`src/verilog/fetch_pkg.sv`:
```
// Fetch address types, reset vector and pair helpers; import into any fetch-side module
package fetch_pkg;

	// --------------------------------------------------
	// Addressing
	// --------------------------------------------------

	// PC bits 31:2, one instruction word per step
	typedef logic [29:0] word_addr_t;

	// Boot address of the core
	localparam logic [31:0] RESET_PC = 32'h1c00_0000;

	// --------------------------------------------------
	// Fetch pair helpers
	// --------------------------------------------------

	// Sequential successor of an aligned slot pair
	function automatic word_addr_t pair_next(input word_addr_t addr);
		word_addr_t pair_base;
		pair_base = {addr[29:1], 1'b0};
		return pair_base + 30'd2;
	endfunction

endpackage : fetch_pkg

```
`src/verilog/bpu_pkg.sv`:
```
// Branch types, return stack constants and the update/prediction words of the predictor
package bpu_pkg;

	// --------------------------------------------------
	// Branch classification
	// --------------------------------------------------

	// Only BR_COND consults the counter tables
	typedef enum logic [1:0] {
		BR_COND   = 2'd0,
		BR_JUMP   = 2'd1,
		BR_CALL   = 2'd2,
		BR_RETURN = 2'd3
	} br_type_e;

	// --------------------------------------------------
	// Return address stack
	// --------------------------------------------------

	localparam int RAS_DEPTH = 8;
	localparam int RAS_PTR_W = 3;

	// --------------------------------------------------
	// Training / redirect word from decoder or executor
	// --------------------------------------------------

	typedef struct packed {
		logic                  flush;
		logic [31:0]           br_target;
		fetch_pkg::word_addr_t pc;
		logic                  btb_update;
		br_type_e              br_type;
		logic                  lpht_update;
		logic                  br_taken;
		logic [1:0]            lphr;          // counter value seen at predict time
		logic                  ras_redirect;
		logic [RAS_PTR_W-1:0]  ras_ptr;
	} bpu_update_t;

	// Prediction that travels with the fetch pair
	typedef struct packed {
		logic                  fsc;
		logic                  taken;
		fetch_pkg::word_addr_t npc;
		logic [1:0]            lphr;
		logic [RAS_PTR_W-1:0]  ras_ptr;
		br_type_e              br_type;
	} bpu_predict_t;

endpackage : bpu_pkg

```
`src/verilog/ras.sv`:
```
// Circular return address stack with pointer restore; used by the predictor for returns
`timescale 1ns/100ps

module ras (
	input  logic                          clk,
	input  logic                          rst_n,
	input  logic                          push_i,
	input  logic                          pop_i,
	input  logic                          redirect_i,
	input  logic [bpu_pkg::RAS_PTR_W-1:0] stack_ptr_i,
	input  fetch_pkg::word_addr_t         target_i,
	input  fetch_pkg::word_addr_t         redirect_target_i,
	output fetch_pkg::word_addr_t         target_o,
	output logic [bpu_pkg::RAS_PTR_W-1:0] stack_ptr_o
);
	import fetch_pkg::*;
	import bpu_pkg::*;

	word_addr_t           stack_q [RAS_DEPTH];
	logic [RAS_PTR_W-1:0] ptr_q;
	logic [RAS_PTR_W-1:0] ptr_inc;
	logic [RAS_PTR_W-1:0] ptr_dec;

	// Pointer wraps, oldest entries are overwritten
	assign ptr_inc = ptr_q + 1'b1;
	assign ptr_dec = ptr_q - 1'b1;

	// Redirect beats push and pop
	always_ff @(posedge clk) begin
		if (!rst_n) begin
			ptr_q <= '0;
		end else if (redirect_i) begin
			ptr_q <= stack_ptr_i;
		end else if (push_i) begin
			ptr_q <= ptr_inc;
		end else if (pop_i) begin
			ptr_q <= ptr_dec;
		end
	end

	always_ff @(posedge clk) begin
		if (redirect_i) begin
			stack_q[stack_ptr_i] <= redirect_target_i;
		end else if (push_i) begin
			stack_q[ptr_inc] <= target_i;
		end
	end

	// Top of stack straight from the registers
	assign target_o    = stack_q[ptr_q];
	assign stack_ptr_o = ptr_q;

endmodule : ras

```
`config.mk`:
```
export PLATFORM = sky130hd
export DESIGN_NAME = ras
export DESIGN_NICKNAME = d
export VERILOG_FILES = /design/src/verilog/fetch_pkg.sv /design/src/verilog/bpu_pkg.sv /design/src/verilog/ras.sv
export SDC_FILE = /design/constraint.sdc
export NUM_CORES = 1
export LEC_CHECK = 0
export BUFFER_PORTS_ARGS = -buffer_cell sky130_fd_sc_hd__buf_2
export CORE_ASPECT_RATIO = 0.7
export CORE_UTILIZATION = 55
export CTS_CLUSTER_DIAMETER = 40
export DETAILED_ROUTE_END_ITERATION = 7
export MAX_ROUTING_LAYER = met4
export PLACE_DENSITY = 0.71
export SETUP_SLACK_MARGIN = 0.3
export SLEW_MARGIN = 0
export SYNTH_ARGS = -nofsm -noshare
export SYNTH_HDL_FRONTEND = slang
export SYNTH_SLANG_ARGS = --single-unit
```
`constraint.sdc`:
```
create_clock -name clk -period 5.24 [get_ports clk]
set_input_delay 0.524 -clock clk [delete_from_list [all_inputs] [get_ports clk]]
set_output_delay 0.524 -clock clk [all_outputs]
set_load 0.01 [all_outputs]
```
==> reports/summary.txt, run 1 <==
Final std cells w/o fill: 789
Crit end category: output port
CTS Hold Bufs: 0
Unique masters post-synth: 31
Sequential share of the synthesized area: 0.733
DR WL/cell: 21.7 um
Syn. warnings: 0
Leak pwr: 3.95 nW
Clock buffer depth: 3
Post-synth top cells: 240 x edfxtp_1, 60 x mux4_1, 50 x mux2_2
Layout cell share with drive strength beyond 1: 0.366
CP required: 4.72 ns
Clk slew on worst S/H paths: 0.06 ns
Crit path DAT: 2.71 ns
Synth area leaders: edfxtp_1 72%, mux4_1 16%, mux2_2 5.6%
CTS tree: yes
Root Buffer: clkbuf_16
Final Slew Violations: 0
Period utilization: 0.617
RSZ-0062 raised after global routing: no
Worst Skew: 0.0135 ns
Hold Fails Final Rpt: 0
Via density: 5.78
Clock Sinks: 246
Top FF cell, synth: edfxtp_1
Worst R2R Start: stack_ptr_o[0]
Post-Synthesis Cells: 433
# IOs: 101
Largest net degree at the start of global routing: 61
DP Wirelength: 9310 um
Drt drc: 0
Grt total ovfl: 0
Buffers added on ports: 100
Register-to-Register Path Depth: 5
Starting Density: 0.572
First-pass GRT wire length: 26,300 um
DR vias: 4,557
R2r setup slk: 2.48 ns
Power per cell area: 383 nW/um2
Startpoint types: flip-flop
# placed instances: 742
Avg Inst Size Synth: 23.1 um2
Row count: 40
FFs w/ async S/R, synth: 0
P&R area growth vs syn: 15.4%
Status: finished, final reports clean
Post-synth EDFFs: 240
Post-cts sizing count: 0
Routability cong.: 0.846
Ant diodes: 0
First drt pass iteration count: 5
Final ANT Viol Nets: 0
Total negative slack: 0 ns
Initial antenna violation count: 0
Total CTS buffers: 26
Fin crit period: 3.23 ns
Worst-Margin Slew: 1.12 ns
Hold Crit Class: in2reg
Cell with the most instances after synthesis: edfxtp_1
Clk Latency, worst-skew pair: 0.51 ns
CP max FO: 60
GRT Total Usage: 0.199
HP Start: rst_n
Via count of the first global-routing pass: 4,628
Synthesized flop and latch total: 246
Max-cap violation count: 0
R2r endpoint: stack_q[1][24]
# Post-CTS Setup Buffers: 0
Die X: 163 um
Die Ht: 115 um
# setup viols final: 0
CTS H-tree lvls: 1
Critical path class: reg2out
Initial DRC Count: 294
Yosys top cell by area: edfxtp_1
F_max: 309 MHz
# nets final: 609
Final wirelength: 17,100 um
WHS Path Cells: 3
Slew margin rel.: 0.253
Core area: 17,500 um2
Worst hold slack: 0.304 ns
Post-Synthesis Cell Area: 10000 um2
DIE AREA: 18,700 um2
Post-Syn Nets: 503
Post-synth top area share: 0.721
Peak supply drop: 0.300 mV
-- worst max path at each step --
stage,startpoint,end,slack (ns),cells after the start
global placement,redirect_i,stack_q[6][11],1.84,4
CTS,flip-flop,target_o[26],1.95,3
global route,flip-flop,target_o[3],1.87,3
floorplan,stack_ptr_o[0],stack_q[3][0],2.28,5
detailed placement,redirect_i,stack_q[6][11],1.73,4
finish,flip-flop,target_o[3],2.01,3
-- layout by cell type, fill, tap and decap left out, types with 2 or more instances in the layout --
cell,instances
clkbuf_16,27
inv_6,3
dfxtp_2,2
nor4bb_1,2
mux2_2,50
mux4_1,60
a21oi_1,2
nor2_4,8
inv_1,5
dfxtp_1,3
nand3_1,2
clkinv_1,4
clkinv_2,5
ha_1,2
a31oi_1,2
clkinvlp_4,4
nor2_1,4
buf_2,100
clkbuf_1,2
edfxtp_1,240
mux2_1,11
-- state kept, by name, indices dropped and copies added, names as in the netlist, named ones only --
name,cells
stack_ptr_o,3
stack_q,240
-- worst max-delay path, cell delays in order (launching register included) --
cell and delay (ns):
dfxtp_4 1.04, mux4_1 0.69, mux2_2 0.30, buf_2 0.14
-- logic make-up after synthesis --
group                      after synthesis  synth area share
AOI/OAI and AO/OA                       13           0.00951
xor gates and xnor gates                 1          0.000876
adders and majority gates                2           0.00250
buffers and inverters                   28            0.0161
DFF                                    246             0.733
muxes                                  122             0.227
and+or+nand+nor                         21            0.0108
-- through the flow --
stage	total power [mW]	instance area [um2]	util	setup slack, ns
after global placement	2.72	10700	0.614	1.84
after detailed placement	2.74	10700	0.614	1.73
final	4.42	11500	0.661	2.01
after CTS	4.45	11500	0.661	1.95
after floorplan	2.59	10000	-	2.28
after global routing	4.57	11500	0.661	1.87
-- power breakdown --
| group | leakage [nW] | internal [mW] | switching, mW | total [mW] |
|---|---|---|---|---|
| Combinational | 1.32 | 0.180 | 0.186 | 0.366 |
| Clock | 0.393 | 0.994 | 0.736 | 1.73 |
| Sequential | 2.24 | 2.27 | 0.0531 | 2.32 |
| Total | 3.95 | 3.44 | 0.975 | 4.42 |
-- cell type report --
class | count | area (um2)
tap | 231 | 289
fill | 1128 | 5930
timing repair buffer | 101 | 508
clock buffer | 29 | 683
sequential | 246 | 7330
multi-input combinational | 159 | 2570
clock inverter | 18 | 135
inverter | 5 | 18.8
-- layer usage --
| layer | up-vias | share of wire | GRT usage | routed length (um) |
|---|---|---|---|---|
| met2 | 138 | 0.47 | 0.301 | 8010 |
| met1 | 2298 | 0.45 | 0.287 | 7660 |
| met5 | - | 0 | - | 0 |
| li1 | 2099 | - | - | - |
| met3 | 22 | 0.069 | 0.0343 | 1190 |
| met4 | 0 | 0.015 | 0.0449 | 251 |
Power figures use the tool's default switching activity.
==> inputs of run 2 (changes only) <==
Settings changed: CORE_UTILIZATION 55 to 53, PLACE_DENSITY 0.71 to 0.72.
Clock period 5.24 ns to 2.95 ns, I/O delays scaled along.
==> reports/summary.txt, run 2 (synthesis results as in run 1) <==
Initial DRC Count: 427
Die Ht: 117 um
Layout cell share with drive strength beyond 1: 0.394
Buffers added on ports: 100
Slew margin rel.: 0.290
Leak pwr: 4.09 nW
Routed length on met1: 8230 um
DR WL/cell: 22.9 um
Hold Crit Class: in2reg
Final Slew Violations: 0
Starting Density: 0.547
DR top layer: met4
RSZ-0062 raised after global routing: no
Hold Fails Final Rpt: 0
Status: complete, but fails checks
Metal2 WL: 9040 um
Met3 Routed Length: 1110 um
First-pass GRT wire length: 28,600 um
Worst Skew: 0.0117 ns
Clk slew on worst S/H paths: 0.06 ns
GRT Total Usage: 0.206
Post-place setup slack: 0.326 ns
Max reg flops: 240
Largest reg by FF count: stack_q
Setup slack after layout: 0.390 ns
Ant diodes: 0
Design Area, Final: 11,800 um2
Clk Latency, worst-skew pair: 0.51 ns
Row count: 41
Max-cap violation count: 0
Via count of the first global-routing pass: 4,977
Commonest non-fill, non-tap cell in the layout: edfxtp_1
CP max FO: 22
Peak supply drop: 0.460 mV
# setup viols final: 0
Grt total ovfl: 0
Final wirelength: 18,600 um
First drt pass iteration count: 6
# IOs: 101
DR vias: 4,725
Die X: 166 um
Root Buffer: clkbuf_16
CTS H-tree lvls: 1
Clock buffer depth: 3
# nets final: 630
Initial antenna violation count: 0
Startpoint types: flip-flop
CTS tree: yes
Commonest non-fill, non-tap cells in the layout: 240 x edfxtp_1, 100 x buf_2, 60 x mux4_1, 50 x mux2_2, 25 x clkbuf_16
Placed cell area: 10,900 um2
Routability cong.: 0.782
Total CTS buffers: 25
Period utilization: 0.868
Fin crit period: 2.56 ns
DP Wirelength: 10,800 um
Worst hold slack: 0.107 ns
CP required: 2.65 ns
DIE AREA: 19,400 um2
F_max: 391 MHz
Largest net degree at the start of global routing: 41
Clock Sinks: 246
Power per cell area: 679 nW/um2
Crit path DAT: 2.27 ns
Core area: 18,300 um2
P&R area growth vs syn: 17.8%
Violated checks: design-rule violations
Crit end category: output port
Final ANT Viol Nets: 0
Drt drc: 7
Total negative slack: 0 ns
Via density: 5.80
Critical path class: reg2out
Worst-Margin Slew: 1.04 ns
run 2: worst paths after layout:
path	slack, ns	depth (start not counted)	startpoint	endpoint
worst min register to register	0.72	2	stack_ptr_o[2]	flip-flop
worst min-delay path	0.11	3	rst_n	stack_ptr_o[2]
worst max-delay path	0.39	4	flip-flop	target_o[11]
worst max register to register	0.50	6	stack_ptr_o[0]	stack_q[0][28]
run 2: what timing repair did:
action                     4_1_cts  5_1_grt
setup endpoints to repair       19       30
hold buffers                     0        0
pin swaps                        0        0
resized for setup                0        1
setup buffers                    2        0
gates cloned                     0        1
run 2: power by group:
group / internal, mW / switching (mW) / total (mW)
Clock: 1.85 / 1.32 / 3.17
Combinational: 0.353 / 0.403 / 0.756
Sequential: 4.03 / 0.0487 / 4.07
Total: 6.23 / 1.78 / 8.00
run 2: cell type report:
type	count	area [um2]
Sequential cell	246	7330
Fill cell	1200	6480
Multi-Input combinational cell	160	2580
Timing Repair Buffer	122	711
Clock buffer	27	633
Tap cell	236	295
Clock inverter	18	204
Inverter	5	18.8
run 2: worst max-delay path, stage by stage (launching register included):
cell     delay, ns
dfxtp_4       0.46
buf_12        0.22
mux4_1        0.61
mux2_2        0.30
buf_2         0.14
run 2: metrics by stage:
stage,utilization,cells,total power [mW]
floorplan,-,433,4.61
global placement,0.597,766,4.87
CTS,0.644,813,8.06
detailed placement,0.597,766,4.90
finish,0.645,814,8.00
global route,0.645,814,8.27
run 2: metal layers:
metal / GRT usage / vias up
met1: 0.283 / 2403
met3: 0.0336 / 25
met5: - / -
met2: 0.333 / 157
li1: - / 2140
met4: 0.0442 / 0
