<file path="config.mk">
export PLATFORM = sky130hd
export DESIGN_NAME = pht
export DESIGN_NICKNAME = d
export VERILOG_FILES = /design/src/verilog/pht.sv
export SDC_FILE = /design/constraint.sdc
export NUM_CORES = 1
export LEC_CHECK = 0
export ABC_AREA = 1
export BUFFER_PORTS_ARGS = -buffer_cell sky130_fd_sc_hd__buf_2
export CAP_MARGIN = 20
export CORE_MARGIN = 10
export CORE_UTILIZATION = 50
export DETAILED_ROUTE_END_ITERATION = 6
export PLACE_DENSITY = 0.73
export SYNTH_ARGS = -nofsm -noshare
export SYNTH_HDL_FRONTEND = slang
export SYNTH_SLANG_ARGS = --single-unit
</file>
<file path="constraint.sdc">
create_clock -name clk -period 2.4 [get_ports clk]
set_input_delay 0.48 -clock clk [delete_from_list [all_inputs] [get_ports clk]]
set_output_delay 0.48 -clock clk [all_outputs]
set_load 0.01 [all_outputs]
</file>
<file path="src/verilog/pht.sv">
// One bank of 2-bit saturating taken counters with registered read; two used by the predictor
`timescale 1ns/100ps

module pht #(
	parameter int LPHT_ADDR_WIDTH = 7
) (
	input  logic                       clk,
	input  logic                       rst_n,
	input  logic                       we_i,
	input  logic                       taken_i,
	input  logic [1:0]                 phr_i,
	input  logic [LPHT_ADDR_WIDTH-1:0] rindex_i,
	input  logic [LPHT_ADDR_WIDTH-1:0] windex_i,
	output logic [1:0]                 phr_o
);
	localparam int DEPTH = 1 << LPHT_ADDR_WIDTH;

	logic [1:0] cnt_q [DEPTH];
	logic [1:0] cnt_next;

	// Saturating step from the value seen at predict time
	always_comb begin
		cnt_next = phr_i;
		if (taken_i && (phr_i != 2'b11)) begin
			cnt_next = phr_i + 2'd1;
		end else if (!taken_i && (phr_i != 2'b00)) begin
			cnt_next = phr_i - 2'd1;
		end
	end

	// Weakly not-taken after reset
	always_ff @(posedge clk) begin
		if (!rst_n) begin
			for (int i = 0; i < DEPTH; i++) begin
				cnt_q[i] <= 2'b01;
			end
			phr_o <= 2'b01;
		end else begin
			if (we_i) begin
				cnt_q[windex_i] <= cnt_next;
			end
			phr_o <= cnt_q[rindex_i];
		end
	end

endmodule : pht

</file>
==> results.md, run 1 <==
- The flow ran to the end, and the final reports show no timing, DRC or antenna violations.
- The number of pins exceeding their max-slew limit in the final report was 0.
- The clock root buffer master is sky130_fd_sc_hd__clkbuf_16.
- The commonest cells after synthesis are sky130_fd_sc_hd__nand2_1 (569), sky130_fd_sc_hd__nor2_1 (285), sky130_fd_sc_hd__edfxtp_1 (256), sky130_fd_sc_hd__nand3_1 (226), sky130_fd_sc_hd__inv_1 (174).
- The routability congestion estimate is just over 0.8.
- Setup repair after global routing left no endpoint under its margin.
- Measured against its own limit, the worst slew margin works out to 0.435.
- The number of flops mapped to enable cells by yosys is 256.
- The slew at the pin with the worst max-slew slack is approximately 0.85 ns.
- The average footprint of a synthesized cell is 8.18 µm².
- The startpoint kind of the worst setup timing path is a primary input.
- The die is 183 µm tall.
- In this run the remaining antenna-violating nets after routing total 0.
- The post-DP HPWL is 19.9 mm.
- Data arrives at the worst endpoint at 2.00 ns.
- CTS built an H-tree with a depth of 1.
- The filler-free cell count of the finished design is 1973.
- The via count of the first global-routing pass is approximately 11000.
- Counting every net in the synthesized netlist gives 1654.
- The total die area is roughly 34000 µm².
- The largest area contributor in the netlist is sky130_fd_sc_hd__edfxtp_1.
- The number of hold buffers added after cts is 0.
- After floorplanning, the core was sized to cover between 20000 and 30000 µm².
- The tightest min-delay check is of the in -> reg type.
- The first detailed-routing pass ran for 5 iterations.
- The setup clock skew after layout is 0.0109 ns.
- The mean routed wirelength per cell is 16.5 µm.
- Relative to the synthesized area, the layout overhead comes to 10.5%.
- The final antenna diode count is 0.
- The first-pass GRT wire length is 52.1 mm.
- Among all flip-flop cells after synthesis, the most frequent one is sky130_fd_sc_hd__edfxtp_1.
- For the worst-skew pair, the clock arrives at the later sink with an insertion delay of 0.54 ns.
- The Yosys step of the flow raised 0 warnings.
- The total number of nets in the final design is 1639.
- In this run the power density over the cells is 707 nW/µm².
- The number of endpoints failing setup at the final stage is 0.
- The global routing usage summed across all routing layers is 0.193.
- The total length of routed wires is 32.6 mm.
- For this configuration, the core starts out at a cell density of 0.511.
- Clock tree synthesis found a total of 258 sinks.
- The x dimension of the die is 183 µm.
- Including well taps, the total number of placed cells is 1922.
- The number of placement rows is between 50 and 60.
- Of the cells placed in the final design, the portion with a size suffix greater than 1 is 0.0611.
- The number of antenna violations at the first check in global routing is 0.
- The smallest clock period supported by the final layout is computed as ~1.7 ns.
- By area the synthesized netlist is led by sky130_fd_sc_hd__edfxtp_1 (58%), sky130_fd_sc_hd__nand2_1 (16%), sky130_fd_sc_hd__nand3_1 (8.5%).
- The number of max-cap violations is 0.
- The total via count in the routed design is ~11000.
- Yosys instantiated no cell more often than sky130_fd_sc_hd__nand2_1.
- The final count of hold timing violations was 0.
- In the synthesized netlist the async set-or-reset flop fraction comes to 0.
- The I/O pin count is 22.
- The first-iteration detailed-routing DRC count is 1142.
- The longest clock path from root to sink contains 3 buffers.
- The number of distinct standard cells referenced by the synthesized netlist is 19.
- After clock tree synthesis, the clock-pin slew on the worst setup and hold paths is 0.06 ns.
- The type of element capturing the critical path is a register.
- Derived from the worst setup path, the maximum achievable clock frequency is around 0.58 GHz.
- The number of I/O port buffers is 21.
- The peak supply drop is 0.489 mV.
- The post-synthesis instance total is ~1600.
- The post-synth design cell area is about 13000 µm².
- The type of the worst setup path is in -> reg.
- Using the TritonRoute via totals, the vias-per-cell ratio works out to about 5.4.
- The maximum fanout along the worst path is 40.
- The critical path required time is 2.68 ns.
- The pin count of the biggest net entering global routing is 131.
- The number of remaining DRC errors is 0.
- TritonCTS built the clock tree.
- Summed over all cells, the static leakage comes to 5.58 nW.
- Clock tree synthesis inserted a total of 28 buffers.
- The setup fix buffers added after clock tree synthesis is 0.
- The overflow left after global routing is 0.
- The final setup TNS is 0 ns.
- The flip-flop and latch count after synthesis is 258.
- Dividing the final minimum period by the clock period gives 0.713.
- The sequential-to-total area share from yosys stat is 0.579.
- The proportion of netlist area held by the largest area contributor is 0.576.
- The layout has about 2300 filler cells.
- Once the clock tree was built, the resizer swapped 0 gates to a different size.
[flip-flops by register name, summed over array words and instances, names as in the netlist]
| register | count |
|---|---|
| cnt_q | 256 |
| phr_o | 2 |
[per-stage QoR]
step	instance area, µm²	hold slack [ns]	worst slack, ns	power (mW)	util
floorplan	13300	0.614	0.536	5.99	-
global placement	13900	0.786	0.186	6.33	0.531
detailed placement	13900	0.821	0.135	6.36	0.531
CTS	14700	0.264	0.697	10.4	0.564
global route	14700	0.321	0.628	10.7	0.564
finish	14700	0.276	0.689	10.4	0.564
[layer usage]
metal | GRT usage | routed length, µm
met1 | 0.246 | 12700
met2 | 0.336 | 16100
met5 | 0 | 0
met3 | 0.0237 | 2950
met4 | 0.0600 | 929
[placed cells by master (no fill, tap or decap)]
| master | count |
|---|---|
| sky130_fd_sc_hd__nand2_1 | 569 |
| sky130_fd_sc_hd__nor2_1 | 285 |
| sky130_fd_sc_hd__edfxtp_1 | 256 |
| sky130_fd_sc_hd__nand3_1 | 226 |
| sky130_fd_sc_hd__inv_1 | 174 |
| sky130_fd_sc_hd__clkbuf_16 | 29 |
| sky130_fd_sc_hd__buf_4 | 23 |
| sky130_fd_sc_hd__buf_2 | 19 |
| sky130_fd_sc_hd__buf_12 | 16 |
| sky130_fd_sc_hd__nor3_1 | 8 |
| sky130_fd_sc_hd__clkinv_1 | 7 |
| sky130_fd_sc_hd__clkinv_2 | 6 |
| sky130_fd_sc_hd__clkbuf_1 | 6 |
| sky130_fd_sc_hd__ha_1 | 2 |
| sky130_fd_sc_hd__bufinv_16 | 2 |
| sky130_fd_sc_hd__dfxtp_1 | 2 |
| sky130_fd_sc_hd__nand4_1 | 1 |
| sky130_fd_sc_hd__mux2i_1 | 1 |
| sky130_fd_sc_hd__xor2_4 | 1 |
| sky130_fd_sc_hd__inv_2 | 1 |
| sky130_fd_sc_hd__nand3b_1 | 1 |
| sky130_fd_sc_hd__a21oi_4 | 1 |
| sky130_fd_sc_hd__inv_6 | 1 |
| sky130_fd_sc_hd__clkinvlp_4 | 1 |
[layout make-up]
cell class	count	area [µm²]	area share
clock buffers	35	748	0.0508
clock inverters	16	128	0.00866
inverters	176	662	0.0449
multi-input cells	1095	4470	0.303
flip-flops and latches	258	7730	0.524
well taps	335	419	0.0284
repair buffers	58	588	0.0399
[logic make-up (layout without fill, tap and decap cells)]
logic type                 after synthesis  count (layout)  synth area share
muxes                                    1               1          0.000750
buffers and inverters                  279             285            0.0882
AOI/OAI and AO/OA                        1               1          0.000375
adders and majority gates                2               2           0.00187
and+or+nand+nor                       1090            1090             0.329
xor gates and xnor gates                 1               1          0.000656
DFF                                    258             258             0.579
[worst max-delay path, cell delays in order]
cell and delay [ns]:
sky130_fd_sc_hd__buf_2 0.09, sky130_fd_sc_hd__inv_1 0.10, sky130_fd_sc_hd__ha_1 0.21, sky130_fd_sc_hd__mux2i_1 0.32, sky130_fd_sc_hd__xor2_4 0.40, sky130_fd_sc_hd__buf_12 0.27
sky130_fd_sc_hd__nand2_1 0.09
[worst paths after layout]
check | start | to | slack (ns) | depth (start not counted)
worst min-delay path | rindex_i[6] | phr_o[1] | 0.28 | 3
worst max-delay path | phr_i[0] | cnt_q[119][0] | 0.69 | 7
worst min register to register | cnt_q[97][0] | phr_o[0] | 0.97 | 10
worst max register to register | cnt_q[21][0] | phr_o[0] | 1.01 | 10
[where the power goes]
group	internal (mW)	total [mW]	switching, mW	leakage (nW)
clock network	2.41	4.15	1.74	0.428
logic	0.312	1.04	0.726	2.63
registers	5.17	5.23	0.0626	2.52
(Power assumes the default switching activity.)
==> inputs of run 2 (changes only) <==
clock period = 1.65 ns   (was 2.4 ns; I/O delays follow)
==> run 2 against run 1 <==
Net effect:
- hold slack got worse by 0.16 ns
- cell area up 4.2%
- clock-buffer cell count rose by 11
- routed wire length is 6.0% higher
- global-route usage rose by 1.1 points
- flip-flop and latch count unchanged
- combinational power is 63% higher
- setup slack worse by 0.53 ns
- core utilization increased by 2.3 points
- sequential share of layout area decreased by 2.1 points
==> results.md, run 2 (synthesis gave the netlist of run 1 again) <==
- The run finished with clean final reports.
- The minimum setup slack after placement is -0.242 ns (-0.377 ns).
- In the final layout, the registers with the most flip-flops are cnt_q x256, phr_o x2.
- The worst path setup slack after routing came to 0.159 ns (-0.531 ns).
- The CTS tree is yes.
- The signal on the critical path passes through buf_2, buf_4, nor2_1, inv_1, nor2_1, inv_1, nor2_1, inv_1, nand2_1.
- In the layout the commonest cells are sky130_fd_sc_hd__nand2_1 (569), sky130_fd_sc_hd__nor2_1 (285), sky130_fd_sc_hd__edfxtp_1 (256).
- The data arrival at the endpoint of the critical path is 1.74 ns (-0.26 ns).
- The total length of routed wires was 34.6 mm (+6.0%).
- The total die area was 33600 µm² (unchanged).
- The share of the core filled with cells in the final layout is 0.588 (+0.0235).
- The number of I/O port buffers was 21 (unchanged).
- The master of the slowest instance on the critical path is sky130_fd_sc_hd__nor2_1.
- Counting flops per register, the top entry is cnt_q.
- The number of antenna violations at the first check in global routing is 0 (unchanged).
- The worst min-delay path category is in -> reg.
- The post-DP HPWL is 21.6 mm (+8.5%).
- The startpoint kind of the worst setup timing path is a primary input.
- The number of flip-flops in the largest register is 256 (unchanged).
- The final count of hold timing violations came to 0 (unchanged).
- Dividing the final minimum period by the clock period gives 0.904.
- The tightest slew margin relative to the limit came to 0.551 (+0.116).
- Setup repair after global routing left no endpoint under its margin.
- The number of levels in the clock H-tree is 1 (unchanged).
- The number of max-cap violations is 0 (unchanged).
- The post-cts resize count is 0 (unchanged).
- The x dimension of the die came to 183 µm (unchanged).
- The number of placement rows is 59 (unchanged).
- The critical path required time came to 1.90 ns (-0.78 ns).
- The number of CTS-inserted buffers was 28 (unchanged).
- The layout filler cell count is 2207 (-3.5%).
- The height of the die was 183 µm (unchanged).
- The peak supply drop came to 0.756 mV (+54%).
- The deepest clock path buffer count was 3 (unchanged).
- The number of clock sinks seen by CTS is 258 (unchanged).
- The routability congestion estimate is 0.844 (+4.9%).
- The final setup TNS came to 0 ns (unchanged).
- The maximum fanout along the worst path is 8 (-80%).
- The number of remaining DRC errors is 0 (unchanged).
- The first-pass GRT wire length came to 54.6 mm (+4.8%).
- The I/O pin count is 22 (unchanged).
- The global routing usage summed across all routing layers is 0.204 (+0.0106).
- The area added between synthesis and finish is 15.1%.
- The area of the core was 26100 µm² (unchanged).
- The number of cells on the worst reg-to-reg path is 10 (unchanged).
- The kind of cell with the highest combined delay along the critical path is simple AND/OR/NAND/NOR gates.
- The clock latency of the later-clocked register in the worst-skew pair is 0.56 ns (+0.02 ns).
- The maximum operating frequency is 0.671 GHz.
- The slew at the pin with the worst max-slew slack is 0.674 ns (-0.174 ns).
- The antenna violation net count after detailed routing is 0 (unchanged).
- The final antenna diode count is 0 (unchanged).
- The leakage power of the design is 5.90 nW (+5.7%).
- By startpoint and endpoint, the worst setup path is classified as in -> reg.
- The overflow left after global routing was 0 (unchanged).
- The number of cells traversed by the worst hold path is 3 (unchanged).
- The number of hold buffers added after cts is 0 (unchanged).
- The most common library cell in the layout ignoring fill and taps is sky130_fd_sc_hd__nand2_1.
- The total via count in the routed design came to 10900 (+2.1%).
- The power per cell area was 1010 nW/µm² (+43%).
- The setup fix buffers added after clock tree synthesis is 0 (unchanged).
- The clock slew at the register clock pins of the worst setup and hold paths is 0.06 ns (about the same).
- The biggest cell delay along the critical path is 0.29 ns (-0.11 ns).
- The mean routed wirelength per cell came to 17.2 µm (+3.9%).
- The sum of buffers and inverters on the critical path is 5 (+2).
- The minimum period implied by the final worst setup slack is 1.49 ns.
- The via-per-instance ratio came to 5.41 (about the same).
- Clock tree synthesis selected as its root buffer the cell sky130_fd_sc_hd__clkbuf_16.
- The fraction of layout cells with a size suffix above 1 was 0.0846 (+0.0236).
- The number of detailed-routing iterations run before antenna repair is 5 (unchanged).
- The pin count of the biggest net entering global routing was 130 (-0.76%).
- The type of element capturing the critical path is a register.
- The number of pins exceeding their max-slew limit in the final report is 0 (unchanged).
- The setup clock skew after layout was 0.0210 ns (+0.0102 ns).
- The total number of nets in the final design came to 1678 (+2.4%).
- The first-iteration detailed-routing DRC count is 1038 (-9.1%).
- The via count of the first global-routing pass is 10900 (+3.7%).
- The number of cells on the critical path is 9 (+2).
- The initial standard-cell utilization of the core is 0.511 (unchanged).
- The number of endpoints failing setup at the final stage is 0 (unchanged).
-- run 2: worst reg2reg max path, stage by stage (launching register included) --
cell	delay [ns]
sky130_fd_sc_hd__edfxtp_1	0.38
sky130_fd_sc_hd__nand2_1	0.09
sky130_fd_sc_hd__nand3_1	0.09
sky130_fd_sc_hd__nand3_1	0.09
sky130_fd_sc_hd__nand2_1	0.08
sky130_fd_sc_hd__nand2_1	0.07
sky130_fd_sc_hd__nand3_1	0.15
sky130_fd_sc_hd__nand3_1	0.11
sky130_fd_sc_hd__nand3_1	0.07
sky130_fd_sc_hd__nand2_1	0.07
sky130_fd_sc_hd__nand2_1	0.04
-- run 2: routing by layer --
layer	vias to the layer above	share of wire	track usage
li1	5219	-	-
met2	462	0.50	0.360
met1	5144	0.38	0.246
met4	0	0.027	0.0741
met3	72	0.093	0.0320
met5	-	0	0
-- run 2: cell type report --
cell class / instances / area (µm²) / area share
Clock buffer: 46 / 838 / 0.0546
Clock inverter: 6 / 70.1 / 0.00456
Inverter: 176 / 662 / 0.0431
Multi-Input combinational cell: 1095 / 4470 / 0.291
Sequential cell: 258 / 7730 / 0.503
Tap cell: 335 / 419 / 0.0273
Timing Repair Buffer: 97 / 1170 / 0.0761
-- run 2: final timing paths --
| path | startpoint | endpoint | slack [ns] |
|---|---|---|---|
| worst max register to register | cnt_q[85][0] | phr_o[0] | 0.28 |
| worst min-delay path | rindex_i[6] | phr_o[1] | 0.11 |
| worst max-delay path | windex_i[4] | cnt_q[70][0] | 0.16 |
| worst min register to register | cnt_q[66][0] | phr_o[0] | 0.92 |
-- run 2: power breakdown --
group	internal, mW	switching, mW
Clock	3.61	2.57
Combinational	0.588	1.11
Sequential	7.52	0.0975
-- run 2: per-stage QoR --
| step | area [µm²] | power, mW | instances | hold slack, ns |
|---|---|---|---|---|
| finish | 15400 | 15.5 | 2013 | 0.113 |
| detailed placement | 14400 | 9.43 | 1961 | 0.666 |
| floorplan | 13400 | 8.72 | 1632 | 0.464 |
| global placement | 14400 | 9.38 | 1961 | 0.663 |
| global route | 15400 | 16.0 | 2013 | 0.114 |
| CTS | 15400 | 15.5 | 2013 | 0.0877 |
